==> src/mm_cfg_pkg.sv <==
package mm_cfg_pkg;

   ////////////////////////////////////////////////////////////////////////////
   // address and counter widths
   ////////////////////////////////////////////////////////////////////////////

   localparam int IN_ADDR_W   = 11;
   localparam int W_ADDR_W    = 13;
   localparam int BIAS_ADDR_W = 9;
   localparam int OUT_ADDR_W  = 11;

   // ci and co counts
   localparam int CNT_W  = 8;
   localparam int NODE_W = 16;

   // last-ci address cycle to output_data_valid
   localparam int MM_PIPE_LAT = 4;

   ////////////////////////////////////////////////////////////////////////////
   // job description and per-chunk step tag
   ////////////////////////////////////////////////////////////////////////////

   typedef struct packed {
      logic [W_ADDR_W-1:0]    weight_start;
      logic [IN_ADDR_W-1:0]   input_start;
      logic [BIAS_ADDR_W-1:0] bias_start;
      logic [OUT_ADDR_W-1:0]  output_start;
      logic [CNT_W-1:0]       ci_count;
      logic [CNT_W-1:0]       co_count;
      logic [NODE_W-1:0]      node_count;
      logic                   bias_en;
      logic                   relu_en;
   } mm_job_t;

   // one issued input/weight chunk
   typedef struct packed {
      logic valid;
      logic ci_first;
      logic ci_last;
      // final chunk of the whole job
      logic job_last;
   } mm_step_t;

endpackage

==> src/mm_addr_gen.sv <==
`timescale 1ns/1ps

module mm_addr_gen (
   input  logic                                clk,
   input  logic                                rstn,
   input  mm_cfg_pkg::mm_job_t                 cfg,
   input  mm_cfg_pkg::mm_step_t                step,
   input  logic [mm_cfg_pkg::CNT_W-1:0]        ci_idx,
   input  logic [mm_cfg_pkg::CNT_W-1:0]        co_idx,
   input  logic [mm_cfg_pkg::NODE_W-1:0]       node_idx,
   output logic [mm_cfg_pkg::IN_ADDR_W-1:0]    input_addr,
   output logic                                input_addr_valid,
   output logic [mm_cfg_pkg::W_ADDR_W-1:0]     weight_addr,
   output logic                                weight_addr_valid,
   output logic [mm_cfg_pkg::BIAS_ADDR_W-1:0]  bias_addr,
   output logic                                bias_addr_valid,
   output mm_cfg_pkg::mm_step_t                step_out
);
   import mm_cfg_pkg::*;

   logic [IN_ADDR_W-1:0] in_base;
   logic [IN_ADDR_W-1:0] in_base_q;
   logic [W_ADDR_W-1:0]  w_base;
   logic [W_ADDR_W-1:0]  w_base_q;
   logic                 co_end;

   assign co_end = (co_idx == cfg.co_count - CNT_W'(1));

   // running bases replace node*ci_count and co*ci_count
   assign in_base = (node_idx == '0) ? cfg.input_start : in_base_q;
   assign w_base  = (co_idx == '0) ? cfg.weight_start : w_base_q;

   always_ff @(posedge clk or negedge rstn) begin
      if (!rstn) begin
         in_base_q <= '0;
         w_base_q  <= '0;
      end else if (step.valid && step.ci_last) begin
         w_base_q <= w_base + W_ADDR_W'(cfg.ci_count);
         if (co_end) begin
            in_base_q <= in_base + IN_ADDR_W'(cfg.ci_count);
         end
      end
   end

   ////////////////////////////////////////////////////////////////////////////
   // registered read requests
   ////////////////////////////////////////////////////////////////////////////

   always_ff @(posedge clk or negedge rstn) begin
      if (!rstn) begin
         input_addr_valid  <= 1'b0;
         weight_addr_valid <= 1'b0;
         bias_addr_valid   <= 1'b0;
         step_out          <= '0;
      end else begin
         input_addr_valid  <= step.valid;
         weight_addr_valid <= step.valid;
         // one bias word per (node, co) group
         bias_addr_valid   <= step.valid & step.ci_last & cfg.bias_en;
         step_out          <= step;
      end
   end

   always_ff @(posedge clk) begin
      input_addr  <= in_base + IN_ADDR_W'(ci_idx);
      weight_addr <= w_base + W_ADDR_W'(ci_idx);
      bias_addr   <= cfg.bias_start + BIAS_ADDR_W'(co_idx);
   end

endmodule

==> config.mk <==
export PLATFORM = sky130hd
export DESIGN_NAME = mm_addr_gen
export DESIGN_NICKNAME = d
export VERILOG_FILES = /design/src/mm_cfg_pkg.sv /design/src/mm_addr_gen.sv
export SDC_FILE = /design/constraint.sdc
export NUM_CORES = 1
export LEC_CHECK = 0
export BUFFER_PORTS_ARGS = -buffer_cell sky130_fd_sc_hd__clkbuf_2
export CAP_MARGIN = 20
export CORE_MARGIN = 2
export CORE_UTILIZATION = 50
export DETAILED_ROUTE_END_ITERATION = 12
export PLACE_DENSITY_LB_ADDON = 0.1
export SYNTH_ARGS = -nofsm -noshare
export SYNTH_HDL_FRONTEND = slang
export SYNTH_SLANG_ARGS = --single-unit
==> constraint.sdc <==
create_clock -name clk -period 3.6 [get_ports clk]
set_input_delay 0.72 -clock clk [delete_from_list [all_inputs] [get_ports clk]]
set_output_delay 0.72 -clock clk [all_outputs]
set_load 0.005 [all_outputs]
* Yosys cells after proc, flatten, opt, wreduce, memory -nomap -nowiden
Cells that the tools add are included.
** Storage, ports and cells
- Bits of input ports :: 116
- Register bits after elaboration :: 62
** Operators by class
- Reductions and logical operators :: 4
- Eq/ne operators :: 1
- Multiplexer cells :: 2
- Add/subtract/negate cells :: 6
- Bitwise gates (word level) :: 2
** Operators with widths (count)
- 13-bit by 8-bit adder with 13-bit output :: 2
- 11-bit by 8-bit adder with 11-bit output :: 2
- 16-bit zero test :: 1
- 13-bit two-way mux :: 1
- 11-bit two-way mux :: 1
- 9-bit by 8-bit adder with 9-bit output :: 1
- 8-bit == test :: 1
- 8-bit zero test :: 1
- 8-bit by 1-bit subtractor with 8-bit output (second input constant) :: 1
- 1-bit AND :: 2
- 2-bit AND reduction :: 1
- 1-bit logical AND :: 1

* Logic depth before layout (Yosys ltp)
- Word-level depth :: 3
- Gate-level depth with buffers :: 16
- Gate-level depth less buffers :: 14

* Worst setup path after synthesis
No wires, ideal clock.
- Path kind :: input to register
- From :: input port node_idx[10] (netlist name)
- To :: register in_base_q[9]
- Library setup time :: 0.128 ns
- Cell stages on the path :: 12
- Data arrival time :: 3.635 ns
- Path slack :: -0.163 ns
- Path buffers :: 1
- Cell sequence :: nor4_1 -> nand4_2 -> clkbuf_1 -> mux2_2 -> ha_1 -> a21o_1 -> a21o_1 -> a2111oi_0 -> nor3b_1 -> o21bai_1 -> xor2_1 -> mux2_1
** On the way
- Longest elaborated chain between the ends :: 3
** Ends and longest elaborated chain
- start: declaration :: line mm_addr_gen.sv:10 : input logic [mm_cfg_pkg::NODE_W-1:0] node_idx,
- 16-bit zero test :: line mm_addr_gen.sv:30 : assign in_base = (node_idx == '0) ? cfg.input_start : in_base_q;
- 11-bit two-way mux :: line mm_addr_gen.sv:30
- 11-bit by 8-bit adder with 11-bit output :: line mm_addr_gen.sv:40 : in_base_q <= in_base + IN_ADDR_W'(cfg.ci_count);
- end signal: assignment :: line mm_addr_gen.sv:40
- end: declaration :: line mm_addr_gen.sv:22 : logic [IN_ADDR_W-1:0] in_base_q;
No other way between the ends.
A chain may end at the register's enable or synchronous reset.

* Worst setup path in the final report
- From :: input port node_idx[9] (netlist name)
- To :: register in_base_q[9]
The elaborated chain is that of the path after synthesis.

==> qor.yml <==
p_per_area_nw_per_um2: 537.0
cts_buffer_depth: 2
start_util_pct: 51.65
cp.arrival_ps: 3610
criticalPathCategory: "input pin to register"
hold_buffers: 0
hold_violations: 0
grt_max_degree: 30
cp_max_fo: 4
power.leakage_uw: 0.002882
fin_cells: 753
slew_violations: 0
cts_tree: "done"
finalCritPeriodShare_pct: 94.09
drc: 0
dr_total_vias: 4001
cts-root-buf: "clkbuf_8"
slew_headroom_pct: 44.34
slowest_stage: "a2111oi_1"
drtIter0Drc: 118
async_reset_ff_share_pct: 46.77
antenna_found_initial: 0
dp.cells: 737
avgViaCountPerCell: 5.313
die_x_um: 96.13
clock_sinks: 62
syn_area_um2: 4244
ir_drop_uv: 292.7
synth_edf_count: 0
area_growth_pct: 31.10
fmax_ghz: 0.2952
dr.pass1.iters: 4
clkTransAtPathRegs_ps: 70
fin_crit_ps: 3387
grt_pass1_wl_mm: 17.19
path_common_cell: "a21o_1"
yosys.area.top_type_share_pct: 17.10
synth.avg_cell_area_um2: 9.030
antenna_left: 0
worst_pin_slew_ps: 834.9
cts_inserted_buffers: 9
cts_setup_buffers: 0
rows: 33
status: "complete, no violations"
die_h_um: 96.13
port_buffers: 127
dieArea_um2: 9241
num_io_pins: 156
worstPathRequired_ps: 3820
routed_wl_mm: 10.88
grt_overflow: 0
cts_htree_levels: 3
wl_per_cell_um: 14.45
place_congestion: 0.8366
ys_seq_area_share_pct: 32.67
diodes: 0
hpwl_mm: 8.660
crit_chain: "clkbuf_2 > nor4_1 > nand4_2 > mux2_2 > ha_1 > a21o_1 > a21o_1 > a2111oi_1 > buf_4 > nor3b_1 > o21bai_1 > xor2_1 > mux2_1"
drive_gt1_share_pct: 33.49
grtUsageTotal_pct: 24.35
yosys.area.top_type: "dfrtp_1"
ys_top_cells_by_area: "dfrtp_1 17%, dfxtp_1 16%, ha_1 12%"
syn-num-nets: 632
ys.flop_type: "dfxtp_1"
yosys_register_bits: 62
cap_violations: 0
layout.nets: 805
critical_path.top_delay_family: "compound AO/OA/AOI/OAI gates"
fin_worst_skew_ps: 7.405
clk_latency_ps: 340
ys_types: 54
rsz0062_at_grt: "yes"
grt_pass1_vias: 3879
cts_resized: 0
netlist_instances: 470
cpPeakStageDelay_ps: 510
worst-path-buf-inv: 2
hold_class: "input pin to async pin"
coreArea_um2: 8217
cp-end-kind: "register"
setup.worst_path.start_class: "input pin"
tns_ps: 0
finalSetupViolations: 0
ys_warn_count: 0
## cell type report
class                   count  area (µm²)
clock buffers              13       170.2
clock inverters             3       40.04
fillers                   744        2653
inverters                  24       90.09
multi-input cells         373        2765
flip-flops and latches     62        1386
well taps                 105       131.4
repair buffers            173       980.9
## kinds of logic (layout without fill, tap and decap cells)
family                     after synthesis  in the layout  share of synthesized area [%]
xor gates and xnor gates                50             50                          10.50
and+or+nand+nor                        135            135                          14.83
buffers and inverters                   35            213                          3.302
AOI/OAI and AO/OA                      118            118                          18.13
adders and majority gates               46             46                          14.45
muxes                                   24             24                          6.132
DFF                                     62             62                          32.67
## placed cells by master (no fill, tap or decap), types with 22 or more instances in the layout
cell      count
a21oi_1      25
buf_4        46
clkbuf_2    127
dfrtp_1      29
dfxtp_1      33
ha_1         41
inv_1        24
nand2_1      64
nor2_1       27
o21ai_0      24
xnor2_1      27
xor2_1       22
## path summary, 6_finish.rpt
kind,start,to,slack (ps),cells after the start
setup reg to reg,in_base_q[1],in_base_q[9],880,10
hold / removal,rstn,in_base_q[1],460,1
setup / recovery,node_idx[9],in_base_q[9],210,13
max in group asynchronous,rstn,step_out[3],2600,1
min in group clk,in_base_q[5],in_base_q[5],480,2
hold reg to reg,in_base_q[5],in_base_q[5],480,2
## power breakdown
| group | internal [µW] | switching (µW) |
|---|---|---|
| clock | 379 | 276 |
| sequential | 872 | 72.3 |
| combinational | 700 | 689 |
| total | 1950 | 1040 |
## cell usage after synthesis (all sizes together) (4+ instances only)
master and number:
nor2 27, mux2 16, nand3 6, nand2 64
ha 41, and3 7, o21ai 33, dfxtp 33
clkbuf 7, o21a 7, a31oi 7, xnor2 27
o21bai 9, dfrtp 29, a21oi 27, fa 5
nor2b 4, a21o 13, inv 24, nor4 8
buf 4, mux2i 8, xor2 23
## worst reg2reg max path, cell delays in order, from the launching register on
cell	delay (ps)
dfrtp_1	390
mux2_2	280
ha_1	270
a21o_1	180
a21o_1	210
a2111oi_1	510
buf_4	200
nor3b_1	40
o21bai_1	160
xor2_1	80
mux2_1	280
## sequential cells by signal, summed over array words and instances, names as in the netlist
name             flops
bias_addr_valid      1
weight_addr         13
input_addr          11
step_out             4
w_base_q            13
bias_addr            9
in_base_q           11
## per-stage QoR
step	utilization (%)	total power [µW]	cell area [µm²]	hold WS (ps)	worst slack (ps)
floorplan	-	1789	4257	424.4	-51.03
global placement	64.60	2266	5308	461.6	-255.3
detailed placement	64.60	2321	5308	470.6	-255.5
CTS	67.15	2991	5518	474.2	71.27
global route	67.72	3236	5564	480.9	-1.279
finish	67.72	2988	5564	463.4	212.7
## per-layer routing
metal | up-vias | global-route usage [%] | part of all wire, %
met1 | 1857 | 28.61 | 42
li1 | 2000 | - | -
met3 | 10 | 5.012 | 6.5
met5 | - | 0 | 0
met2 | 134 | 43.23 | 50
met4 | 0 | 9.405 | 1.6
No activity file was read; power rests on OpenSTA's default activity.
