### src/mm_cfg_pkg.sv
package mm_cfg_pkg;

   ////////////////////////////////////////////////////////////////////////////
   // address and counter widths
   ////////////////////////////////////////////////////////////////////////////

   localparam int IN_ADDR_W   = 11;
   localparam int W_ADDR_W    = 13;
   localparam int BIAS_ADDR_W = 9;
   localparam int OUT_ADDR_W  = 11;

   // ci and co counts
   localparam int CNT_W  = 8;
   localparam int NODE_W = 16;

   // last-ci address cycle to output_data_valid
   localparam int MM_PIPE_LAT = 4;

   ////////////////////////////////////////////////////////////////////////////
   // job description and per-chunk step tag
   ////////////////////////////////////////////////////////////////////////////

   typedef struct packed {
      logic [W_ADDR_W-1:0]    weight_start;
      logic [IN_ADDR_W-1:0]   input_start;
      logic [BIAS_ADDR_W-1:0] bias_start;
      logic [OUT_ADDR_W-1:0]  output_start;
      logic [CNT_W-1:0]       ci_count;
      logic [CNT_W-1:0]       co_count;
      logic [NODE_W-1:0]      node_count;
      logic                   bias_en;
      logic                   relu_en;
   } mm_job_t;

   // one issued input/weight chunk
   typedef struct packed {
      logic valid;
      logic ci_first;
      logic ci_last;
      // final chunk of the whole job
      logic job_last;
   } mm_step_t;

endpackage

### src/mm_data_pkg.sv
package mm_data_pkg;

   ////////////////////////////////////////////////////////////////////////////
   // lane geometry
   ////////////////////////////////////////////////////////////////////////////

   localparam int LANES  = 4;
   localparam int DATA_W = 16;
   // products and sums wrap at this width
   localparam int ACC_W  = 32;

   ////////////////////////////////////////////////////////////////////////////
   // vector types
   ////////////////////////////////////////////////////////////////////////////

   // one input feature chunk
   typedef logic [LANES-1:0][DATA_W-1:0] lane_vec_t;

   // row j holds the weights of output lane j
   typedef logic [LANES-1:0][LANES-1:0][DATA_W-1:0] weight_tile_t;

   // accumulator, bias and output words
   typedef logic [LANES-1:0][ACC_W-1:0] acc_vec_t;

endpackage

### src/mm_post_proc.sv
`timescale 1ns/1ps

module mm_post_proc (
   input  logic                               clk,
   input  logic                               rstn,
   input  mm_cfg_pkg::mm_job_t                cfg,
   input  mm_data_pkg::acc_vec_t              bias_data,
   input  logic                               bias_data_valid,
   input  mm_data_pkg::acc_vec_t              acc,
   input  logic                               acc_valid,
   input  logic                               acc_last,
   output logic [mm_cfg_pkg::OUT_ADDR_W-1:0]  output_addr,
   output mm_data_pkg::acc_vec_t              output_data,
   output logic                               output_data_valid,
   output logic                               job_finished
);
   import mm_cfg_pkg::*;
   import mm_data_pkg::*;

   acc_vec_t bias_d1;
   acc_vec_t bias_d2;
   acc_vec_t biased;
   acc_vec_t result;
   logic     first_out;

   // bias word arrives two cycles before its accumulator result
   always_ff @(posedge clk) begin
      bias_d1 <= bias_data_valid ? bias_data : '0;
      bias_d2 <= bias_d1;
   end

   ////////////////////////////////////////////////////////////////////////////
   // bias add and relu
   ////////////////////////////////////////////////////////////////////////////

   always_comb begin
      for (int j = 0; j < LANES; j++) begin
         biased[j] = acc[j] + (cfg.bias_en ? bias_d2[j] : '0);
         // clamp negative lanes
         result[j] = (cfg.relu_en && biased[j][ACC_W-1]) ? '0 : biased[j];
      end
   end

   always_ff @(posedge clk) begin
      if (acc_valid) begin
         output_data <= result;
      end
   end

   // sequential output addresses from output_start
   always_ff @(posedge clk or negedge rstn) begin
      if (!rstn) begin
         output_addr       <= '0;
         output_data_valid <= 1'b0;
         job_finished      <= 1'b0;
         first_out         <= 1'b1;
      end else begin
         output_data_valid <= acc_valid;
         job_finished      <= acc_valid & acc_last;
         if (acc_valid) begin
            output_addr <= first_out ? cfg.output_start : output_addr + OUT_ADDR_W'(1);
            // rearm for the next job
            first_out   <= acc_last;
         end
      end
   end

endmodule

### config.mk
export PLATFORM = sky130hd
export DESIGN_NAME = mm_post_proc
export DESIGN_NICKNAME = d
export VERILOG_FILES = /design/src/mm_cfg_pkg.sv /design/src/mm_data_pkg.sv /design/src/mm_post_proc.sv
export SDC_FILE = /design/constraint.sdc
export NUM_CORES = 1
export LEC_CHECK = 0
export BUFFER_PORTS_ARGS = -buffer_cell sky130_fd_sc_hd__buf_2
export CAP_MARGIN = 25
export CORE_ASPECT_RATIO = 0.9
export CORE_MARGIN = 2
export CORE_UTILIZATION = 45
export CTS_CLUSTER_SIZE = 14
export DETAILED_ROUTE_END_ITERATION = 16
export GPL_TIMING_DRIVEN = 1
export PLACE_DENSITY = 0.7
export SLEW_MARGIN = 20
export SYNTH_ARGS = -nofsm -noshare
export SYNTH_HDL_FRONTEND = slang
export SYNTH_SLANG_ARGS = --single-unit
### constraint.sdc
create_clock -name clk -period 9 [get_ports clk]
set_input_delay 1.8 -clock clk [delete_from_list [all_inputs] [get_ports clk]]
set_output_delay 1.8 -clock clk [all_outputs]
set_load 0.02 [all_outputs]
Word-level counts from Yosys, hierarchy flattened
Index checks and enable logic that the tools add are counted.

storage, ports and cells
  word-level logic and storage cells = 31
  input bits = 339
  output and inout port bits = 141
  register bits after elaboration = 398

operators by class
  add/subtract/negate cells = 5
  reductions and logical operators = 4
  bitwise operators = 1
  multiplexer cells = 5

operators with widths
  cell                                            count
  adder 32 bit                                    4
  two-way mux 32 bit                              4
  adder 11 x 1 -> 11 bit (second input constant)  1
  two-way mux 11 bit                              1
  logical AND 1 bit                               4
  bitwise AND 1 bit                               1

Logic depth before layout (Yosys ltp)
  word-level depth = 3
  gate-level depth with buffers = 16
  mapped depth without buffers = 12

Worst setup path before layout
OpenSTA, ideal clock, no wires.

  kind = input port to flip-flop
  start point = in cfg[1] (netlist name)
  end point = reg output_data[124] (netlist name), data pin
  required time = 8.743 ns
  cell stages on the path = 15
  arrival time = 5.207 ns
  setup slack = 3.536 ns
  buffers on the path = 3
  cells stage by stage = clkbuf_1 > clkbuf_1 > clkbuf_1 > and2_1 > ha_1 > fa_1 > a21o_1 > a221oi_2 > o21bai_2 > a41o_1 > o41a_1 > a311o_1 > a21oi_1 > xor2_1 > nor2_1

between the ends
  word-level cells in the longest chain between the ends = 3

ends and longest elaborated chain
  item                    line                text
  start, declared         mm_post_proc.sv:6   input mm_cfg_pkg::mm_job_t cfg,
  two-way mux 32 bit (*)  mm_post_proc.sv:38  biased[j] = acc[j] + (cfg.bias_en ? bias_d2[j] : '0);
  adder 32 bit (*)        mm_post_proc.sv:38
  logical AND 1 bit       mm_post_proc.sv:40  result[j] = (cfg.relu_en && biased[j][ACC_W-1]) ? '0 : biased[j];
  end signal, assigned    mm_post_proc.sv:46  output_data <= result;
  end, declared           mm_post_proc.sv:13  output mm_data_pkg::acc_vec_t output_data,

Mark *: on every way between the ends. The rest lies on a longest branch, timed or not.
A chain may end at the register's enable or synchronous reset.

Final worst setup path
  start point = in cfg[1] (netlist name)
  end point = reg output_data[64] (netlist name), data pin

Same word-level chain as after synthesis.

==> results by group <==
Detailed routing
  • Detailed Routing Iterations Pass 1: 7
  • Vias: 13900
  • DRT Wirelength: 44.9 mm
  • Via density per instance: 5.13
  • Number of design-rule violations left by the first detailed-router iteration: 758
  • DRC violation count after routing: 0
  • Final antenna-violating net count: 0
  • Final routed wire length divided by cell count: 16.6 um

Synth
  • Post-synth net total: 2200
  • Average size of a mapped cell: 10.5 um2
  • Post-synthesis sequential element count: 398
  • Ys Warns: 0
  • Number of synthesized flops with an enable pin: 128
  • Post-synthesis async set-or-reset flop share: 3.52%
  • Leading register cell type out of synthesis: sky130_fd_sc_hd__dfxtp_1
  • Cell count after synthesis: 1732
  • Sequential cell area fraction in the yosys report: 51.4%
  • Cell Area, Synth: 18100 um2
  • Post-synth cell types: 72

Clock tree
  • Max H-tree Level: 2
  • Latest clock arrival within the worst-skew pair: 0.58 ns
  • Maximum buffer depth of the clock tree: 3
  • Post-CTS setup buffers: 0
  • Post-cts sizing count: 0
  • Clock transition time at the flip-flop clock pins of the worst setup and hold paths: 0.07 ns
  • Cell at the root of the clock tree: sky130_fd_sc_hd__clkbuf_16
  • Number of buffers inserted by hold repair at cts: 0
  • Number of buffers created by CTS: 42
  • Number of clock sinks seen by CTS: 398
  • TritonCTS clock tree: done

Floorplanning
  • Die X-Extent: 216 um
  • Die height: 194 um
  • Top-Level Pins: 480
  • Cell Rows: 69
  • Total die area: 41900 um2
  • Area of the core: 39600 um2
  • Starting density of the core: 45.8%

Critical path
  • Startpoint kind of the worst setup timing path: input port
  • Reg2Reg Depth: 11
  • Path type of the worst setup path: input port to register
  • Critical path capture point type: register
  • Critical path data required time: 9.33 ns
  • Maximum fanout along the worst path: 71
  • Data arrival time of the critical path: 6.12 ns

Global route
  • Global-route wire length before repair: 69.2 mm
  • Overflow left after global routing: 0
  • GRT Util Overall: 20.7%
  • Maximum number of pins on one net before global-route repair: 90
  • Number of antenna violations at the first check in global routing: 18
  • Vias in the first global route: 13300

Layout
  • Share of cells above drive strength 1: 23.5%
  • Area growth from synthesis to layout: 22.1%
  • Number of standard cells in the layout, taps in and fillers out: 2711
  • Nets: 2605

Status
  • Status: complete, no violations

Timing
  • Remaining max-slew budget at the tightest pin: 34.3%
  • Transition time of the tightest slew-check pin: 0.986 ns
  • Final number of setup-violating endpoints: 0
  • Period minus WS final: 5.79 ns
  • Count of final max-slew check failures: 0
  • Max Fclk: 173 MHz
  • Sum of negative setup slack: 0 ns
  • Number of hold violations in the final report: 0
  • RSZ-0062 raised after global routing: no
  • Max Clock Skew: 0.0241 ns
  • Share of the clock period used by the worst path after layout: 64.3%

Placed design
  • DP HPWL: 33.0 mm
  • Placed Instances: 2624
  • Number of buffers added on ports: 414
  • Final weighted congestion in routability-driven placement: 0.892

Pwr
  • Post-layout total power: 4.49 mW
  • Max IR drop VDD: 0.151 mV
  • Leakage: 10.3 nW
  • Total power divided by cell area: 203 nW/um2

Min path
  • Hold path cells: 0
  • Type of the worst min-delay path: register to register

Job
  • Number of violations of the max-capacitance limit: 0
[where the power goes]
part           switching, mW  leakage, nW  total [mW]  internal [mW]
Clock                  0.719        0.668        1.70          0.985
Combinational          0.436         6.00       0.729          0.294
Sequential            0.0480         3.59        2.06           2.01
[cells by family after synthesis]
family                   share of synthesized area, %
XOR/XNOR                                         5.31
buffers and inverters                            1.70
AO/OA/AOI/OAI                                    13.9
AND/OR/NAND/NOR                                  18.5
multiplexers                                    0.166
adder cells (fa/ha/maj)                          9.06
flip-flops                                       51.4
[final timing paths]
path / start / endpoint / slack [ns]
max: cfg[1] / output_data[64] / 3.21
min: bias_d1[78] / bias_d2[78] / 0.31
max reg2reg: bias_d2[66] / output_data[64] / 4.68
min reg2reg: bias_d1[78] / bias_d2[78] / 0.31
max in group asynchronous: rstn / first_out / 7.58
min in group asynchronous: rstn / output_data_valid / 1.12
[registers in the layout (all words and copies together) (netlist names)]
register and cells:
output_data 128, bias_d1 128, job_finished 1, first_out 1, output_data_valid 1, bias_d2 128, output_addr 11
[per-stage QoR]
step                      utilization (%)  hold slack, ns  area (um2)  worst slack [ns]
after floorplan                         -           0.310       18100              3.54
after global placement               52.3           0.311       20700              2.65
after detailed placement             52.3           0.312       20700              2.55
after CTS                            55.8           0.321       22100              3.14
after global routing                 55.9           0.319       22100              2.89
final                                55.9           0.314       22200              3.21
[cell usage in the layout, fill, tap and decap left out, types with 72 or more instances in the layout]
cell type                  instances
sky130_fd_sc_hd__a21o_1           77
sky130_fd_sc_hd__a21oi_1         112
sky130_fd_sc_hd__and2_1          263
sky130_fd_sc_hd__buf_2           411
sky130_fd_sc_hd__dfxtp_1         256
sky130_fd_sc_hd__edfxtp_1        128
sky130_fd_sc_hd__ha_1            125
sky130_fd_sc_hd__nand2_1          77
sky130_fd_sc_hd__nor2_1          136
sky130_fd_sc_hd__o21ai_0          72
[critical path, cell delays in order]
cell and delay, ns:
sky130_fd_sc_hd__buf_4 0.49, sky130_fd_sc_hd__buf_12 0.30, sky130_fd_sc_hd__and2_1 0.17, sky130_fd_sc_hd__ha_1 0.23, sky130_fd_sc_hd__nand3_1 0.11, sky130_fd_sc_hd__o221ai_1 0.20
sky130_fd_sc_hd__a31oi_1 0.10, sky130_fd_sc_hd__o21ai_1 0.36, sky130_fd_sc_hd__a31oi_1 0.25, sky130_fd_sc_hd__o31ai_1 0.41, sky130_fd_sc_hd__and4_1 0.93, sky130_fd_sc_hd__nor2_1 0.43
sky130_fd_sc_hd__and2_1 0.29
[metal layers]
layer / vias to the layer above / routed length [um] / GRT usage (%)
li1: 6929 / - / -
met1: 6435 / 19000 / 26.1
met2: 442 / 21100 / 33.8
met3: 76 / 3830 / 6.76
met4: 16 / 912 / 6.41
met5: - / 92 / 0
[Yosys cell counts, types with 3 or more instances]
library cell                instances  area [um2]
sky130_fd_sc_hd__o31a_1             3        26.3
sky130_fd_sc_hd__buf_2              7        35.0
sky130_fd_sc_hd__o31ai_1            6        45.0
sky130_fd_sc_hd__edfxtp_1         128        3840
sky130_fd_sc_hd__a31o_2             5        43.8
sky130_fd_sc_hd__o21a_1            10        75.1
sky130_fd_sc_hd__nand3_1           29         145
sky130_fd_sc_hd__a31oi_1           14        87.6
sky130_fd_sc_hd__or3_1              3        18.8
sky130_fd_sc_hd__nor3_1            37         185
sky130_fd_sc_hd__xnor2_1           55         482
sky130_fd_sc_hd__and4_1             8        70.1
sky130_fd_sc_hd__fa_1               4        80.1
sky130_fd_sc_hd__o2111ai_1          3        26.3
sky130_fd_sc_hd__o22ai_1            8        50.1
sky130_fd_sc_hd__mux2i_1            3        30.0
sky130_fd_sc_hd__o21bai_1          13        97.6
sky130_fd_sc_hd__a221o_1            4        40.0
sky130_fd_sc_hd__a211oi_1          16         120
sky130_fd_sc_hd__ha_1             125        1560
sky130_fd_sc_hd__a211o_1            3        26.3
sky130_fd_sc_hd__nor2_1           136         510
sky130_fd_sc_hd__o211ai_1           6        45.0
sky130_fd_sc_hd__clkbuf_1          53         199
sky130_fd_sc_hd__xor2_1            55         482
sky130_fd_sc_hd__o41a_1             3        33.8
sky130_fd_sc_hd__dfrtp_1           13         325
sky130_fd_sc_hd__nand4_1           13        81.3
sky130_fd_sc_hd__and2_1           263        1650
sky130_fd_sc_hd__a41oi_1            3        26.3
sky130_fd_sc_hd__a21o_1            77         578
sky130_fd_sc_hd__and3_1            18         113
sky130_fd_sc_hd__dfxtp_1          256        5120
sky130_fd_sc_hd__inv_1             20        75.1
sky130_fd_sc_hd__or2_2              3        18.8
sky130_fd_sc_hd__nor2b_1           13        81.3
sky130_fd_sc_hd__a21oi_1          113         566
sky130_fd_sc_hd__o21ai_0           72         360
sky130_fd_sc_hd__nand2_1           77         289
sky130_fd_sc_hd__nand2b_1          15        93.8
[final cells by class]
type                       count  area (um2)
clock inverter                21         193
sequential                   398        9320
antenna                        9        22.5
multi-input combinational   1254        8530
fill                        3393       17500
inverter                      20        75.1
timing repair buffer         421        2170
clock buffer                  56        1180
tap                          532         666
Power figures use the tool's default switching activity.
