===== src/mm_cfg_pkg.sv =====
package mm_cfg_pkg;

   ////////////////////////////////////////////////////////////////////////////
   // address and counter widths
   ////////////////////////////////////////////////////////////////////////////

   localparam int IN_ADDR_W   = 11;
   localparam int W_ADDR_W    = 13;
   localparam int BIAS_ADDR_W = 9;
   localparam int OUT_ADDR_W  = 11;

   // ci and co counts
   localparam int CNT_W  = 8;
   localparam int NODE_W = 16;

   // last-ci address cycle to output_data_valid
   localparam int MM_PIPE_LAT = 4;

   ////////////////////////////////////////////////////////////////////////////
   // job description and per-chunk step tag
   ////////////////////////////////////////////////////////////////////////////

   typedef struct packed {
      logic [W_ADDR_W-1:0]    weight_start;
      logic [IN_ADDR_W-1:0]   input_start;
      logic [BIAS_ADDR_W-1:0] bias_start;
      logic [OUT_ADDR_W-1:0]  output_start;
      logic [CNT_W-1:0]       ci_count;
      logic [CNT_W-1:0]       co_count;
      logic [NODE_W-1:0]      node_count;
      logic                   bias_en;
      logic                   relu_en;
   } mm_job_t;

   // one issued input/weight chunk
   typedef struct packed {
      logic valid;
      logic ci_first;
      logic ci_last;
      // final chunk of the whole job
      logic job_last;
   } mm_step_t;

endpackage


===== src/mm_job_ctrl.sv =====
`timescale 1ns/1ps

module mm_job_ctrl (
   input  logic                            clk,
   input  logic                            rstn,
   input  logic                            start_valid,
   input  mm_cfg_pkg::mm_job_t             job,
   output mm_cfg_pkg::mm_job_t             cfg,
   output mm_cfg_pkg::mm_step_t            step,
   output logic [mm_cfg_pkg::CNT_W-1:0]    ci_idx,
   output logic [mm_cfg_pkg::CNT_W-1:0]    co_idx,
   output logic [mm_cfg_pkg::NODE_W-1:0]   node_idx,
   input  logic                            job_finished,
   output logic                            done
);
   import mm_cfg_pkg::*;

   mm_job_t           cfg_q;
   logic              busy;
   logic              issuing;
   logic              launch;
   logic              ci_end;
   logic              co_end;
   logic              node_end;
   logic [CNT_W-1:0]  ci_q;
   logic [CNT_W-1:0]  co_q;
   logic [NODE_W-1:0] node_q;

   // a start while busy is dropped
   assign launch = start_valid & ~busy;

   // first step issues in the start cycle itself
   assign cfg = launch ? job : cfg_q;

   assign ci_end   = (ci_q == cfg.ci_count - CNT_W'(1));
   assign co_end   = (co_q == cfg.co_count - CNT_W'(1));
   assign node_end = (node_q == cfg.node_count - NODE_W'(1));

   assign step.valid    = launch | issuing;
   assign step.ci_first = (ci_q == '0);
   assign step.ci_last  = ci_end;
   assign step.job_last = ci_end & co_end & node_end;

   assign ci_idx   = ci_q;
   assign co_idx   = co_q;
   assign node_idx = node_q;

   ////////////////////////////////////////////////////////////////////////////
   // loop counters, ci innermost then co then node
   ////////////////////////////////////////////////////////////////////////////

   always_ff @(posedge clk or negedge rstn) begin
      if (!rstn) begin
         ci_q    <= '0;
         co_q    <= '0;
         node_q  <= '0;
         issuing <= 1'b0;
      end else if (step.valid) begin
         issuing <= ~step.job_last;
         if (ci_end) begin
            ci_q <= '0;
            if (co_end) begin
               co_q   <= '0;
               node_q <= node_end ? '0 : node_q + NODE_W'(1);
            end else begin
               co_q <= co_q + CNT_W'(1);
            end
         end else begin
            ci_q <= ci_q + CNT_W'(1);
         end
      end
   end

   // busy until the last output leaves post processing
   always_ff @(posedge clk or negedge rstn) begin
      if (!rstn) begin
         cfg_q <= '0;
         busy  <= 1'b0;
         done  <= 1'b0;
      end else begin
         done <= busy & job_finished;
         if (launch) begin
            cfg_q <= job;
            busy  <= 1'b1;
         end else if (job_finished) begin
            busy <= 1'b0;
         end
      end
   end

endmodule


===== config.mk =====
export PLATFORM = sky130hd
export DESIGN_NAME = mm_job_ctrl
export DESIGN_NICKNAME = d
export VERILOG_FILES = /design/src/mm_cfg_pkg.sv /design/src/mm_job_ctrl.sv
export SDC_FILE = /design/constraint.sdc
export NUM_CORES = 1
export LEC_CHECK = 0
export ABC_AREA = 1
export CAP_MARGIN = 25
export CELL_PAD_IN_SITES_DETAIL_PLACEMENT = 2
export CELL_PAD_IN_SITES_GLOBAL_PLACEMENT = 2
export CORE_ASPECT_RATIO = 0.7
export CORE_MARGIN = 2
export CORE_UTILIZATION = 37
export CTS_CLUSTER_SIZE = 20
export DETAILED_ROUTE_END_ITERATION = 12
export DONT_BUFFER_PORTS = 1
export PLACE_DENSITY_LB_ADDON = 0.1
export SYNTH_ARGS = -nofsm -noshare
export SYNTH_HDL_FRONTEND = slang
export SYNTH_SLANG_ARGS = --single-unit

===== constraint.sdc =====
create_clock -name clk -period 6.1 [get_ports clk]
set_input_delay 0.305 -clock clk [delete_from_list [all_inputs] [get_ports clk]]
set_output_delay 0.305 -clock clk [all_outputs]
set_load 0.03 [all_outputs]

# ---- Word level (Yosys, flattened, before mapping)
# Cells that the tools add are included.
dict set report totals {
  reg_bits 113
  input_bits 82
  output_inout_bits 115
}
dict set report op_classes {
  n_addsub 6
  n_eq_ne 3
  mux 6
  bitwise 7
  reduce_logical 4
}
# operator count
set ops {}
lappend ops {{2-to-1 mux 78 bit} 1}
lappend ops {{adder 16 x 1 -> 16 bit, second input constant} 1}
lappend ops {{adder 8 x 1 -> 8 bit, second input constant} 2}
lappend ops {{equality test 16 bit} 1}
lappend ops {{equality test 8 bit} 2}
lappend ops {{2-to-1 mux 16 bit} 1}
lappend ops {{2-to-1 mux 8 bit} 2}
lappend ops {{subtractor 16 x 1 -> 16 bit, second input constant} 1}
lappend ops {{subtractor 8 x 1 -> 8 bit, second input constant} 2}
lappend ops {{zero test 8 bit} 1}
lappend ops {{AND 1 bit} 4}
lappend ops {{AND reduction 3 bit} 1}
lappend ops {{2-to-1 mux 1 bit} 2}
lappend ops {{NOT 1 bit} 2}
lappend ops {{AND reduction 2 bit} 1}
lappend ops {{nonzero test 2 bit} 1}
lappend ops {{OR 1 bit} 1}

# ---- Longest topological paths before layout
# Gate-level depths: netlist of the first run.
dict set report depth {
  depth_word 8
  ltp_mapped 21
  ltp_nobuf 19
}

# ---- Least setup slack after synthesis of the first run
# Ideal clock, no wire load.
dict set report synth_path {
  path_type {flip-flop to output port}
  start {reg busy}
  end {out step[0] (netlist name)}
  arrival_ps 2635
  t_required_ps 5795
  slack_ps 3160
  path_stages_with_launch 18
  n_path_buf 1
  path_cell_list {dfrtp_1 > inv_4 > nand2_4 > buf_12 > nand2_1 > nand2_1 > inv_1 > ha_1 > xor2_1 > o21ai_0 > nor2_1 > nand2_1 > nor2_1 > nand2_1 > nor2_2 > inv_1 > nor2_1 > and2_1}
}
# element line
set synth_lines {}
lappend synth_lines {{start: declaration} mm_job_ctrl.sv:19} ;# logic busy;
lappend synth_lines {{start signal: assignment} mm_job_ctrl.sv:78} ;# busy <= 1'b0;
lappend synth_lines {{start signal: assignment} mm_job_ctrl.sv:84} ;# busy <= 1'b1;
lappend synth_lines {{start signal: assignment} mm_job_ctrl.sv:86} ;# busy <= 1'b0;
lappend synth_lines {{end: declaration} mm_job_ctrl.sv:9} ;# output mm_cfg_pkg::mm_step_t step,

==> parameters.txt, run 1 <==
Parameter                              Value

Clocking
  Clock transition at path regs    around 60 ps
  Clock latency of the later-clocked register in the worst-skew pair    roughly 420 ps
  Maximum clock insertion buffer count    2
  Postcts setup bufs    0
  Clock tree root driver cell    sky130_fd_sc_hd__clkbuf_16
  Sinks on Clock Net    approximately 110
  Number of H-tree branching levels    4
  Hold Buf Count CTS    3
  CTS tree    built
  Number of CTS-inserted buffers    17
  Post-CTS sizing    0

Yosys
  Most frequent cells after synthesis    sky130_fd_sc_hd__nand2_1 (425), sky130_fd_sc_hd__dfrtp_1 (113), sky130_fd_sc_hd__inv_1 (108)
  Number of synthesized flops with an enable pin    0
  Count of warnings emitted by yosys    0
  Largest family of logic cells by synthesized area    simple AND/OR/NAND/NOR gates
  Largest area contributor in the synthesized netlist    sky130_fd_sc_hd__dfrtp_1
  Mux cell area share after synthesis    0%
  Post-Syn Area per Cell    between 7 and 8 um2
  XOR/XNOR Fraction of Synth Area    under 10%
  Net count of the mapped netlist    1035
  Share of the synthesized area in the top cell type    roughly 42%
  Post-synthesis share of cell area spent on and, or, nand and nor gates    between 30 and 40%
  Adder and majority cell fraction of the synthesized area    under 10%
  Asr flop ratio synth    100%
  Count leader, synth    sky130_fd_sc_hd__nand2_1
  Synthesized-area fraction occupied by ao, oa, aoi and oai cells    between 2 and 3%
  Biggest area contributors in the synthesized netlist    sky130_fd_sc_hd__dfrtp_1 (42%), sky130_fd_sc_hd__nand2_1 (24%), sky130_fd_sc_hd__nand3_1 (6.5%)
  #FFs+latches synth    approximately 110
  Post-Syn Area    6660 um2
  Number of different library cells in the post-synthesis netlist    37
  Most used flip-flop cell after synthesis    sky130_fd_sc_hd__dfrtp_1
  Share of the yosys chip area belonging to registers    between 40% and 50%
  Syn Inst Count    about 950

Global routing
  Grt ovf    0
  Global-route usage over all layers    a little under a quarter
  Number of global-route vias before repair    6689
  First-pass GRT wire length    about 35 mm
  Initial antenna violation count    0
  Maximum number of pins on one net before global-route repair    114

Routing
  DRC errors left    0
  Routed wirelength normalized by instance count    approximately 19 um
  ANT nets after route    0
  Length of the first detailed-routing pass in iterations    4
  Number of DRC markers after the initial detailed-route iteration    around 250
  Ratio of routed vias to standard cells    about 5.1
  Total number of vias    just over 6000
  Total wire length after detailed routing    about 22 mm

Floorplan
  Area of the placeable core    ~18000 um2
  Number of rows in the core area    between 40 and 50
  IO Count    about 200
  Floorplan die height    116 um
  Initial core utilization    37.3%
  DIE AREA    around 19000 um2
  Overall die width    164 um

Worst setup path
  Critical-path cell list    inv_4 -> nand2_4 -> buf_16 -> nand2_1 -> nand2_1 -> inv_1 -> ha_1 -> xor2_1 -> o21ai_0 -> nor2_1 -> nand2_1 -> nor2_1 -> nand2_1 -> nor2_2 -> inv_1 -> nor2_1 -> and2_1
  Critical-path top delay cell    sky130_fd_sc_hd__nor2_2
  Setup crit start kind    flip-flop
  Data required time at the worst endpoint    approximately 5800 ps
  Delay contributed by the slowest stage of the critical path    450 ps
  Maximum fanout encountered on the critical timing path    87
  Setup Crit Path Kind    flip-flop to output port
  Most common cell on crit path    sky130_fd_sc_hd__nand2_1
  CP Capture Type    output port
  Register-to-register setup slack    roughly 2000 ps
  CP arrival    between 4000 and 5000 ps

Final layout
  Post-layout net count    between 1000 and 1500
  Final design instance area without fill    around 7500 um2
  Fraction of layout cells with a size suffix above 1    between 7 and 8%
  Synthesis-to-layout area growth    11.9%
  Number of diodes    0
  Utilization after layout    between 40% and 50%

Power and ir drop
  Max rail drop VDD    0.000170 V
  Power Dens Cells    approximately 430 nW/um2
  Static Leak    around 4.1 nW

STA
  Fmax    223 MHz
  Setup repair after global routing missed its margin    no
  Remaining max-slew budget at the tightest pin    ~48%
  Final period util    between 70% and 80%
  Hold violation total from the final report    0
  Final sum of negative setup slack    0 ps
  Layout Skew    between 15 and 20 ps
  Final slew viol count    0
  Total setup violations reported at the end of the flow    0
  Transition time at the pin with the least slew margin    roughly 780 ps
  Post-layout minimum cycle time    4480 ps

Run status
  Outcome    finished, final reports clean

Min path
  Type of the worst min-delay path    primary input to flip-flop

Place
  Number of buffer cells added on primary ports    0
  Instance area after placement    a little under 7000 um2
  Detail Placement HPWL    about 17 mm
  GP Congestion    0.810

Job
  Max cap viols    0
## power by group
group | internal [W] | switching, W | total, W
combinational | 0.000251 | 0.000787 | 0.00104
clock | 0.000649 | 0.000396 | 0.00104
sequential | 0.000902 | 0.000222 | 0.00112
## final timing paths
path,startpoint,end,depth (start not counted)
setup / recovery,busy$_DFFE_PN0P_,step[0],17
hold / removal,job[6],cfg_q[6]$_DFF_PN0_,2
setup reg to reg,busy$_DFFE_PN0P_,co_idx[6]$_DFFE_PN0P_,18
hold reg to reg,issuing$_DFFE_PN0N_,issuing$_DFFE_PN0N_,2
max in group asynchronous,rstn,cfg_q[27]$_DFF_PN0_,2
min in group asynchronous,rstn,cfg_q[40]$_DFF_PN0_,2
## sequential cells by signal (all words and copies together) (netlist names)
name,count
busy,1
done,1
co_idx,8
ci_idx,8
issuing,1
node_idx,16
cfg_q,78
## logic make-up (layout without fill, tap and decap cells)
kind of cell,after synthesis,count (layout)
AOI/OAI and AO/OA,29,29
buffers and inverters,140,151
DFF,113,113
adders and majority gates,7,7
xor gates and xnor gates,32,32
and+or+nand+nor,625,625
## area by class of cell
cell class | count | area (um2)
Inverter | 113 | 429
Tap cell | 236 | 295
Multi-Input combinational cell | 693 | 3200
Timing Repair Buffer | 6 | 90.1
Clock buffer | 18 | 429
Sequential cell | 113 | 2830
Clock inverter | 14 | 181
Fill cell | 2096 | 10400
## per-stage QoR
| step | hold slack (ps) | setup WS [ps] | std cells | power (W) |
|---|---|---|---|---|
| after floorplan | 9.41 | 3160 | 946 | 0.00191 |
| after global placement | 11.6 | 1850 | 1157 | 0.00208 |
| after detailed placement | 10.8 | 1650 | 1157 | 0.00216 |
| after CTS | 195 | 1200 | 1192 | 0.00325 |
| after global routing | 216 | 1220 | 1193 | 0.00340 |
| final | 218 | 1620 | 1193 | 0.00321 |
## worst max-delay path, delay by kind of cell, from the launching register on
kind / cells / cell delay, ps
compound gates: 1 / 110
buf+inv: 4 / 750
simple gates: 10 / 1900
fa+ha+maj: 1 / 330
xor+xnor: 1 / 170
flops: 1 / 440
## layout by cell type (no fill, tap or decap), types with 6 or more instances in the layout
master / instances
sky130_fd_sc_hd__dfrtp_1: 113
sky130_fd_sc_hd__nand2_2: 10
sky130_fd_sc_hd__nand3_1: 87
sky130_fd_sc_hd__xor2_1: 29
sky130_fd_sc_hd__ha_1: 7
sky130_fd_sc_hd__nor4_1: 6
sky130_fd_sc_hd__nand3b_1: 11
sky130_fd_sc_hd__nor2_1: 57
sky130_fd_sc_hd__o21ai_0: 15
sky130_fd_sc_hd__nand2_1: 425
sky130_fd_sc_hd__inv_1: 108
sky130_fd_sc_hd__nor3_1: 8
sky130_fd_sc_hd__clkbuf_16: 17
sky130_fd_sc_hd__nor2_2: 7
## metal layers
metal	up-vias	part of all wire, %	routed length (um)	global-route usage [%]
li1	2906	-	-	-
met1	3028	44	9900	29.6
met2	153	48	10700	40.3
met3	15	6.8	1510	7.28
met4	0	0.77	171	5.22
met5	-	0	0	0
Power figures use the tool's default switching activity.
==> run 2, diff against run 1 <==
--- a/config.mk
+++ b/config.mk
@@ -11,7 +11,7 @@
 export CELL_PAD_IN_SITES_GLOBAL_PLACEMENT = 2
 export CORE_ASPECT_RATIO = 0.7
 export CORE_MARGIN = 2
-export CORE_UTILIZATION = 37
+export CORE_UTILIZATION = 34
 export CTS_CLUSTER_SIZE = 20
 export DETAILED_ROUTE_END_ITERATION = 12
 export DONT_BUFFER_PORTS = 1
==> constraint.sdc (replaced) <==
create_clock -name clk -period 4.5 [get_ports clk]
set_input_delay 0.225 -clock clk [delete_from_list [all_inputs] [get_ports clk]]
set_output_delay 0.225 -clock clk [all_outputs]
set_load 0.03 [all_outputs]
==> parameters.txt, run 2 (same netlist as run 1, synthesis figures left out) <==
Parameter                              Value

Global routing
  Met2 track demand over resource in global routing    37.4% (was 40.3%)
  First-pass GRT wire length    36.6 mm (was 35.1 mm)
  Global-route usage over all layers    22.8% (was 23.6%)
  Initial antenna violation count    0 (unchanged)
  Maximum number of pins on one net before global-route repair    114 (unchanged)
  Routing layer with the top usage in global route    met2 (unchanged)
  Number of global-route vias before repair    6794 (was 6689)
  GR Util met1    29.9% (was 29.6%)
  Grt ovf    0 (unchanged)
  Global routing usage on met3    6.39% (was 7.28%)

Routing
  Total number of vias    6126 (was 6102)
  Number of DRC markers after the initial detailed-route iteration    274 (was 252)
  Routed wirelength normalized by instance count    18.4 um (was 18.7 um)
  Total wire length after detailed routing    22.6 mm (was 22.3 mm)
  Length of the first detailed-routing pass in iterations    4 (unchanged)
  Ratio of routed vias to standard cells    5.00 (was 5.11)
  ANT nets after route    0 (unchanged)
  DRC errors left    0 (unchanged)

STA
  Post-layout minimum cycle time    between 4000 and 5000 ps
  Layout Skew    17.6 ps (was 15.6 ps)
  Post-Route Hold Slack    155 ps (was 218 ps)
  Setup repair after global routing missed its margin    no (unchanged)
  Final sum of negative setup slack    0 ps (unchanged)
  Total setup violations reported at the end of the flow    0 (unchanged)
  Remaining max-slew budget at the tightest pin    51.1% (was 48.1%)
  Hold violation total from the final report    0 (unchanged)
  Transition time at the pin with the least slew margin    729 ps (was 778 ps)
  Final slew viol count    0 (unchanged)
  Final period util    89.8%
  Fmax    about 250 MHz

Final layout
  Register bank with the most flops    cfg_q (unchanged)
  Synthesis-to-layout area growth    11.7% (was 11.9%)
  Number of diodes    0 (unchanged)
  Post-layout net count    1036 (was 1033)
  Most used cells in the layout excluding fill and tap cells    sky130_fd_sc_hd__nand2_1 (425), sky130_fd_sc_hd__dfrtp_1 (113), sky130_fd_sc_hd__inv_1 (108) (unchanged)
  Filler instances    2277 (was 2096)
  Fraction of layout cells with a size suffix above 1    7.40% (was 7.00%)
  Number of flip-flops under the largest register name    78 (unchanged)
  Final design instance area without fill    7450 um2 (about the same)
  Most frequent standard cell in the layout excluding fill and tap cells    sky130_fd_sc_hd__nand2_1 (unchanged)

Clocking
  Maximum clock insertion buffer count    2 (unchanged)
  Sinks on Clock Net    113 (unchanged)
  Number of CTS-inserted buffers    17 (unchanged)
  Number of H-tree branching levels    4 (unchanged)
  CTS tree    built (unchanged)
  Clock tree root driver cell    sky130_fd_sc_hd__clkbuf_16 (unchanged)
  Clock transition at path regs    60 ps (about the same)
  Clock latency of the later-clocked register in the worst-skew pair    430 ps (was 420 ps)

Floorplan
  Floorplan die height    121 um (was 116 um)
  DIE AREA    20800 um2 (was 19100 um2)
  Number of rows in the core area    42 (was 41)
  Area of the placeable core    19100 um2 (was 17900 um2)
  IO Count    197 (unchanged)
  Overall die width    171 um (was 164 um)
  Initial core utilization    34.9% (was 37.3%)

Worst setup path
  Data required time at the worst endpoint    4280 ps (was 5790 ps)
  Delay contributed by the slowest stage of the critical path    450 ps (about the same)
  CP arrival    3820 ps (was 4170 ps)
  Critical-path cell list    inv_4 -> nand2_4 -> buf_4 -> nand2_1 -> nand2_1 -> ha_1 -> nand3_1 -> nor2_4 -> nand2_2 -> nor2_4 -> nand2_1 -> nand2_1 -> nand2_1 -> nor2_1 -> nand3_1 -> nor2_1 -> and2_1 (was inv_4 -> nand2_4 -> buf_16 -> nand2_1 -> nand2_1 -> inv_1 -> ha_1 -> xor2_1 -> o21ai_0 -> nor2_1 -> nand2_1 -> nor2_1 -> nand2_1 -> nor2_2 -> inv_1 -> nor2_1 -> and2_1)
  Setup Crit Path Kind    flip-flop to output port (unchanged)
  Most common cell on crit path    sky130_fd_sc_hd__nand2_1 (unchanged)
  Maximum fanout encountered on the critical timing path    35 (was 87)
  Critical-path top delay cell    sky130_fd_sc_hd__dfrtp_1 (was sky130_fd_sc_hd__nor2_2)
  Setup crit start kind    flip-flop (unchanged)
  CP Capture Type    output port (unchanged)

Power and ir drop
  Static Leak    4.10 nW (was 4.11 nW)
  Power Dens Cells    568 nW/um2 (was 430 nW/um2)
  Max rail drop VDD    0.000228 V (was 0.000170 V)

Place
  Number of buffer cells added on primary ports    0 (unchanged)
  GP Congestion    0.853 (was 0.810)
  Instance area after placement    6830 um2 (was 6770 um2)
  Detail Placement HPWL    17.1 mm (was 16.5 mm)

Job
  Max cap viols    0 (unchanged)

Min path
  Type of the worst min-delay path    primary input to flip-flop (unchanged)

Run status
  Outcome    finished, final reports clean (unchanged)
-- run 2: what timing repair did --
item / in CTS / in global routing
resized for setup: 0 / 0
hold buffers: 3 / 0
buffers inserted: 0 / 0
endpoints found under the hold margin: 115 / 0
-- run 2: worst max-delay path: cells and delay by family, from the launching register on --
family / cells / cell delay, ps
flip-flops: 1 / 450
adder cells (fa/ha/maj): 1 / 280
buffers and inverters: 2 / 490
AND/OR/NAND/NOR: 14 / 2150
-- run 2: per-stage QoR --
stage	power [W]	utilization (%)	setup WS [ps]	instances
2_1_floorplan	0.00259	-	1640	946
3_3_place_gp	0.00285	35.8	1070	1189
3_5_place_dp	0.00293	35.8	879	1189
4_1_cts	0.00430	39.0	442	1224
5_1_grt	0.00452	39.0	105	1224
6_report	0.00423	39.0	460	1224
-- run 2: cell type report --
type	count	area [um2]	area share [%]
Clock buffer	17	425	5.71
Clock inverter	15	139	1.87
Inverter	113	429	5.76
Multi-Input combinational cell	693	3200	43.0
Sequential cell	113	2830	38.0
Tap cell	264	330	4.44
Timing Repair Buffer	9	92.6	1.24
-- run 2: power by group --
part           leakage [nW]  switching, W  internal (W)
Sequential             1.39      0.000297       0.00122
Clock                 0.279      0.000568      0.000732
Combinational          2.44       0.00107      0.000340
-- run 2: metal layers --
metal | wire length (um) | vias up
li1 | - | 2914
met1 | 10200 | 3040
met2 | 10600 | 154
met3 | 1560 | 18
met4 | 250 | 0
met5 | 0 | -
-- run 2: worst paths after layout --
kind	startpoint	end	slack [ps]	cells past startpoint
min in group asynchronous	rstn	cfg_q[53]$_DFF_PN0_	390	2
setup reg to reg	busy$_DFFE_PN0P_	co_idx[5]$_DFFE_PN0P_	900	17
hold / removal	job[29]	cfg_q[29]$_DFF_PN0_	150	2
max in group asynchronous	rstn	cfg_q[8]$_DFF_PN0_	3610	2
hold reg to reg	busy$_DFFE_PN0P_	done$_DFF_PN0_	590	2
setup / recovery	busy$_DFFE_PN0P_	step[0]	460	17
==> run 3, diff against run 2 <==
--- a/config.mk
+++ b/config.mk
@@ -11,7 +11,8 @@
 export CELL_PAD_IN_SITES_GLOBAL_PLACEMENT = 2
 export CORE_ASPECT_RATIO = 0.7
 export CORE_MARGIN = 2
-export CORE_UTILIZATION = 34
+export CORE_UTILIZATION = 36
+export CTS_BUF_LIST = sky130_fd_sc_hd__clkbuf_8
 export CTS_CLUSTER_SIZE = 20
 export DETAILED_ROUTE_END_ITERATION = 12
 export DONT_BUFFER_PORTS = 1
==> parameters.txt, run 3 (same netlist as run 1, synthesis figures left out) <==
Parameter                              Value

Place
  Detail Placement HPWL    16.8 mm (was 17.1 mm)
  Number of cells after detailed placement    1161 (was 1189)
  Number of buffer cells added on primary ports    0 (unchanged)
  GP Congestion    0.802 (was 0.853)

Final layout
  Most frequent standard cell in the layout excluding fill and tap cells    sky130_fd_sc_hd__nand2_1 (unchanged)
  Number of flip-flops under the largest register name    78 (unchanged)
  Synthesis-to-layout area growth    8.60% (was 11.7%)
  Number of diodes    0 (unchanged)
  Register bank with the most flops    cfg_q (unchanged)
  Post-route non-filler standard cell count    1195 (was 1224)
  Post-layout net count    1036 (unchanged)
  Fraction of layout cells with a size suffix above 1    7.30% (was 7.40%)
  Most used cells in the layout excluding fill and tap cells    sky130_fd_sc_hd__nand2_1 (425), sky130_fd_sc_hd__dfrtp_1 (113), sky130_fd_sc_hd__inv_1 (108) (unchanged)

Worst setup path
  Critical path capture point    step[0] (unchanged)
  Worst Reg-to-Reg Cells    18 (was 17)
  Setup Crit Path Kind    flip-flop to output port (unchanged)
  FF-to-FF Start    busy$_DFFE_PN0P_ (unchanged)
  Setup crit start    busy$_DFFE_PN0P_ (unchanged)
  Maximum fanout encountered on the critical timing path    39 (was 35)
  CP arrival    3830 ps (was 3820 ps)
  Worst reg2reg path endpoint    co_idx[6]$_DFFE_PN0P_ (was co_idx[5]$_DFFE_PN0P_)
  Data required time at the worst endpoint    4280 ps (about the same)
  Register-to-register setup slack    770 ps (was 900 ps)
  Setup crit start kind    flip-flop (unchanged)
  CP Capture Type    output port (unchanged)

Floorplan
  IO Count    197 (unchanged)
  DIE AREA    19600 um2 (was 20800 um2)
  Floorplan die height    118 um (was 121 um)
  Number of rows in the core area    41 (was 42)
  Initial core utilization    36.9% (was 34.9%)
  Overall die width    167 um (was 171 um)
  Area of the placeable core    18100 um2 (was 19100 um2)

Power and ir drop
  Static Leak    4.00 nW (was 4.10 nW)
  Overall power after layout    0.00384 W (was 0.00423 W)
  Power Dens Cells    530 nW/um2 (was 568 nW/um2)
  Max rail drop VDD    0.000216 V (was 0.000228 V)

Routing
  ANT nets after route    0 (unchanged)
  Total wire length after detailed routing    22.0 mm (was 22.6 mm)
  Number of DRC markers after the initial detailed-route iteration    228 (was 274)
  Routed wirelength normalized by instance count    18.4 um (about the same)
  Length of the first detailed-routing pass in iterations    4 (unchanged)
  Total number of vias    6042 (was 6126)
  Ratio of routed vias to standard cells    5.06 (was 5.00)
  DRC errors left    0 (unchanged)

Global routing
  Global-route usage over all layers    23.2% (was 22.8%)
  Number of global-route vias before repair    6829 (was 6794)
  Met2 track demand over resource in global routing    37.0% (was 37.4%)
  GR Util met1    30.9% (was 29.9%)
  First-pass GRT wire length    36.5 mm (was 36.6 mm)
  Routing layer with the top usage in global route    met2 (unchanged)
  Grt ovf    0 (unchanged)
  Maximum number of pins on one net before global-route repair    114 (unchanged)
  Global routing usage on met3    7.70% (was 6.39%)
  Initial antenna violation count    0 (unchanged)

Clocking
  Clock tree root driver cell    sky130_fd_sc_hd__clkbuf_8 (was sky130_fd_sc_hd__clkbuf_16)
  Maximum clock insertion buffer count    2 (unchanged)
  Sinks on Clock Net    113 (unchanged)
  Clock transition at path regs    70 ps (was 60 ps)
  Post-CTS sizing    0 (unchanged)
  Number of H-tree branching levels    4 (unchanged)
  Clock latency of the later-clocked register in the worst-skew pair    440 ps (was 430 ps)
  Number of CTS-inserted buffers    17 (unchanged)
  Hold Buf Count CTS    3 (unchanged)
  Postcts setup bufs    0 (unchanged)
  CTS tree    built (unchanged)

Min path
  Type of the worst min-delay path    primary input to flip-flop (unchanged)

STA
  Fmax    247 MHz (about the same)
  Post-Route Hold Slack    130 ps (was 155 ps)
  Remaining max-slew budget at the tightest pin    51.2% (was 51.1%)
  Hold violation total from the final report    0 (unchanged)
  Post-layout minimum cycle time    4050 ps (was 4040 ps)
  Final period util    90.1% (was 89.8%)
  Transition time at the pin with the least slew margin    728 ps (was 729 ps)
  Layout Skew    11.3 ps (was 17.6 ps)
  Total setup violations reported at the end of the flow    0 (unchanged)
  Setup repair after global routing missed its margin    no (unchanged)
  Final slew viol count    0 (unchanged)
  Final sum of negative setup slack    0 ps (unchanged)

Job
  Max cap viols    0 (unchanged)

Run status
  Outcome    finished, final reports clean (unchanged)
-- run 3: changes by cell type in the layout (fill, tap and decap cells not counted), moves of 3 or more --
cell,before,now
sky130_fd_sc_hd__clkbuf_8,0,18
sky130_fd_sc_hd__clkbuf_16,17,0
sky130_fd_sc_hd__inv_8,5,0
sky130_fd_sc_hd__clkinv_4,2,5
sky130_fd_sc_hd__clkinvlp_4,1,4
sky130_fd_sc_hd__inv_6,6,3
-- run 3: worst max-delay path, cell delays in order, from the launching register on --
cell                      delay (ps)
sky130_fd_sc_hd__dfrtp_1         450
sky130_fd_sc_hd__inv_4           210
sky130_fd_sc_hd__nand2_4         320
sky130_fd_sc_hd__nand2_1         140
sky130_fd_sc_hd__nand2_1         270
sky130_fd_sc_hd__inv_1           210
sky130_fd_sc_hd__ha_1            210
sky130_fd_sc_hd__nand3_1         150
sky130_fd_sc_hd__nor2_2          210
sky130_fd_sc_hd__inv_1            90
sky130_fd_sc_hd__nand2_1          60
sky130_fd_sc_hd__nand3_1          60
sky130_fd_sc_hd__nand2_1          90
sky130_fd_sc_hd__nand2_1          70
sky130_fd_sc_hd__nor2_2          240
sky130_fd_sc_hd__inv_1           130
sky130_fd_sc_hd__nor2_1          160
sky130_fd_sc_hd__and2_1          200
sky130_fd_sc_hd__buf_12          130
-- run 3: power breakdown --
part / total (W) / switching [W] / leakage (nW) / internal [W]
clock: 0.000927 / 0.000471 / 0.178 / 0.000456
combinational: 0.00139 / 0.00106 / 2.44 / 0.000338
sequential: 0.00152 / 0.000295 / 1.39 / 0.00122
-- run 3: area by class of cell --
type,count,area (um2)
Multi-Input combinational cell,693,3200
Inverter,113,429
Clock buffer,18,248
Tap cell,236,295
Fill cell,2141,10800
Sequential cell,113,2830
Clock inverter,13,130
Timing Repair Buffer,9,105
-- run 3: worst min-delay path by stage --
stage | depth (start not counted) | to | start | slack (ps)
finish | 2 | cfg_q[10]$_DFF_PN0_ | job[10] | 130
global route | 2 | cfg_q[10]$_DFF_PN0_ | job[10] | 110
floorplan | 0 | busy$_DFFE_PN0P_ | rstn | -70
global placement | 0 | cfg_q[40]$_DFF_PN0_ | rstn | -70
detailed placement | 0 | cfg_q[45]$_DFF_PN0_ | rstn | -70
CTS | 2 | cfg_q[6]$_DFF_PN0_ | job[6] | 100
-- run 3: stage by stage --
| stage | cell area, um2 | worst slack (ps) | utilization [%] |
|---|---|---|---|
| 2_1_floorplan | 6660 | 1640 | - |
| 3_3_place_gp | 6810 | 1070 | 37.7 |
| 3_5_place_dp | 6810 | 791 | 37.7 |
| 4_1_cts | 7240 | 400 | 40.1 |
| 5_1_grt | 7240 | 14.8 | 40.1 |
| 6_report | 7240 | 447 | 40.1 |
-- run 3: per-layer routing --
| layer | up-vias | part of all wire (%) |
|---|---|---|
| li1 | 2899 | - |
| met1 | 2973 | 47 |
| met2 | 153 | 45 |
| met3 | 17 | 7.2 |
| met4 | 0 | 1.1 |
| met5 | - | 0 |
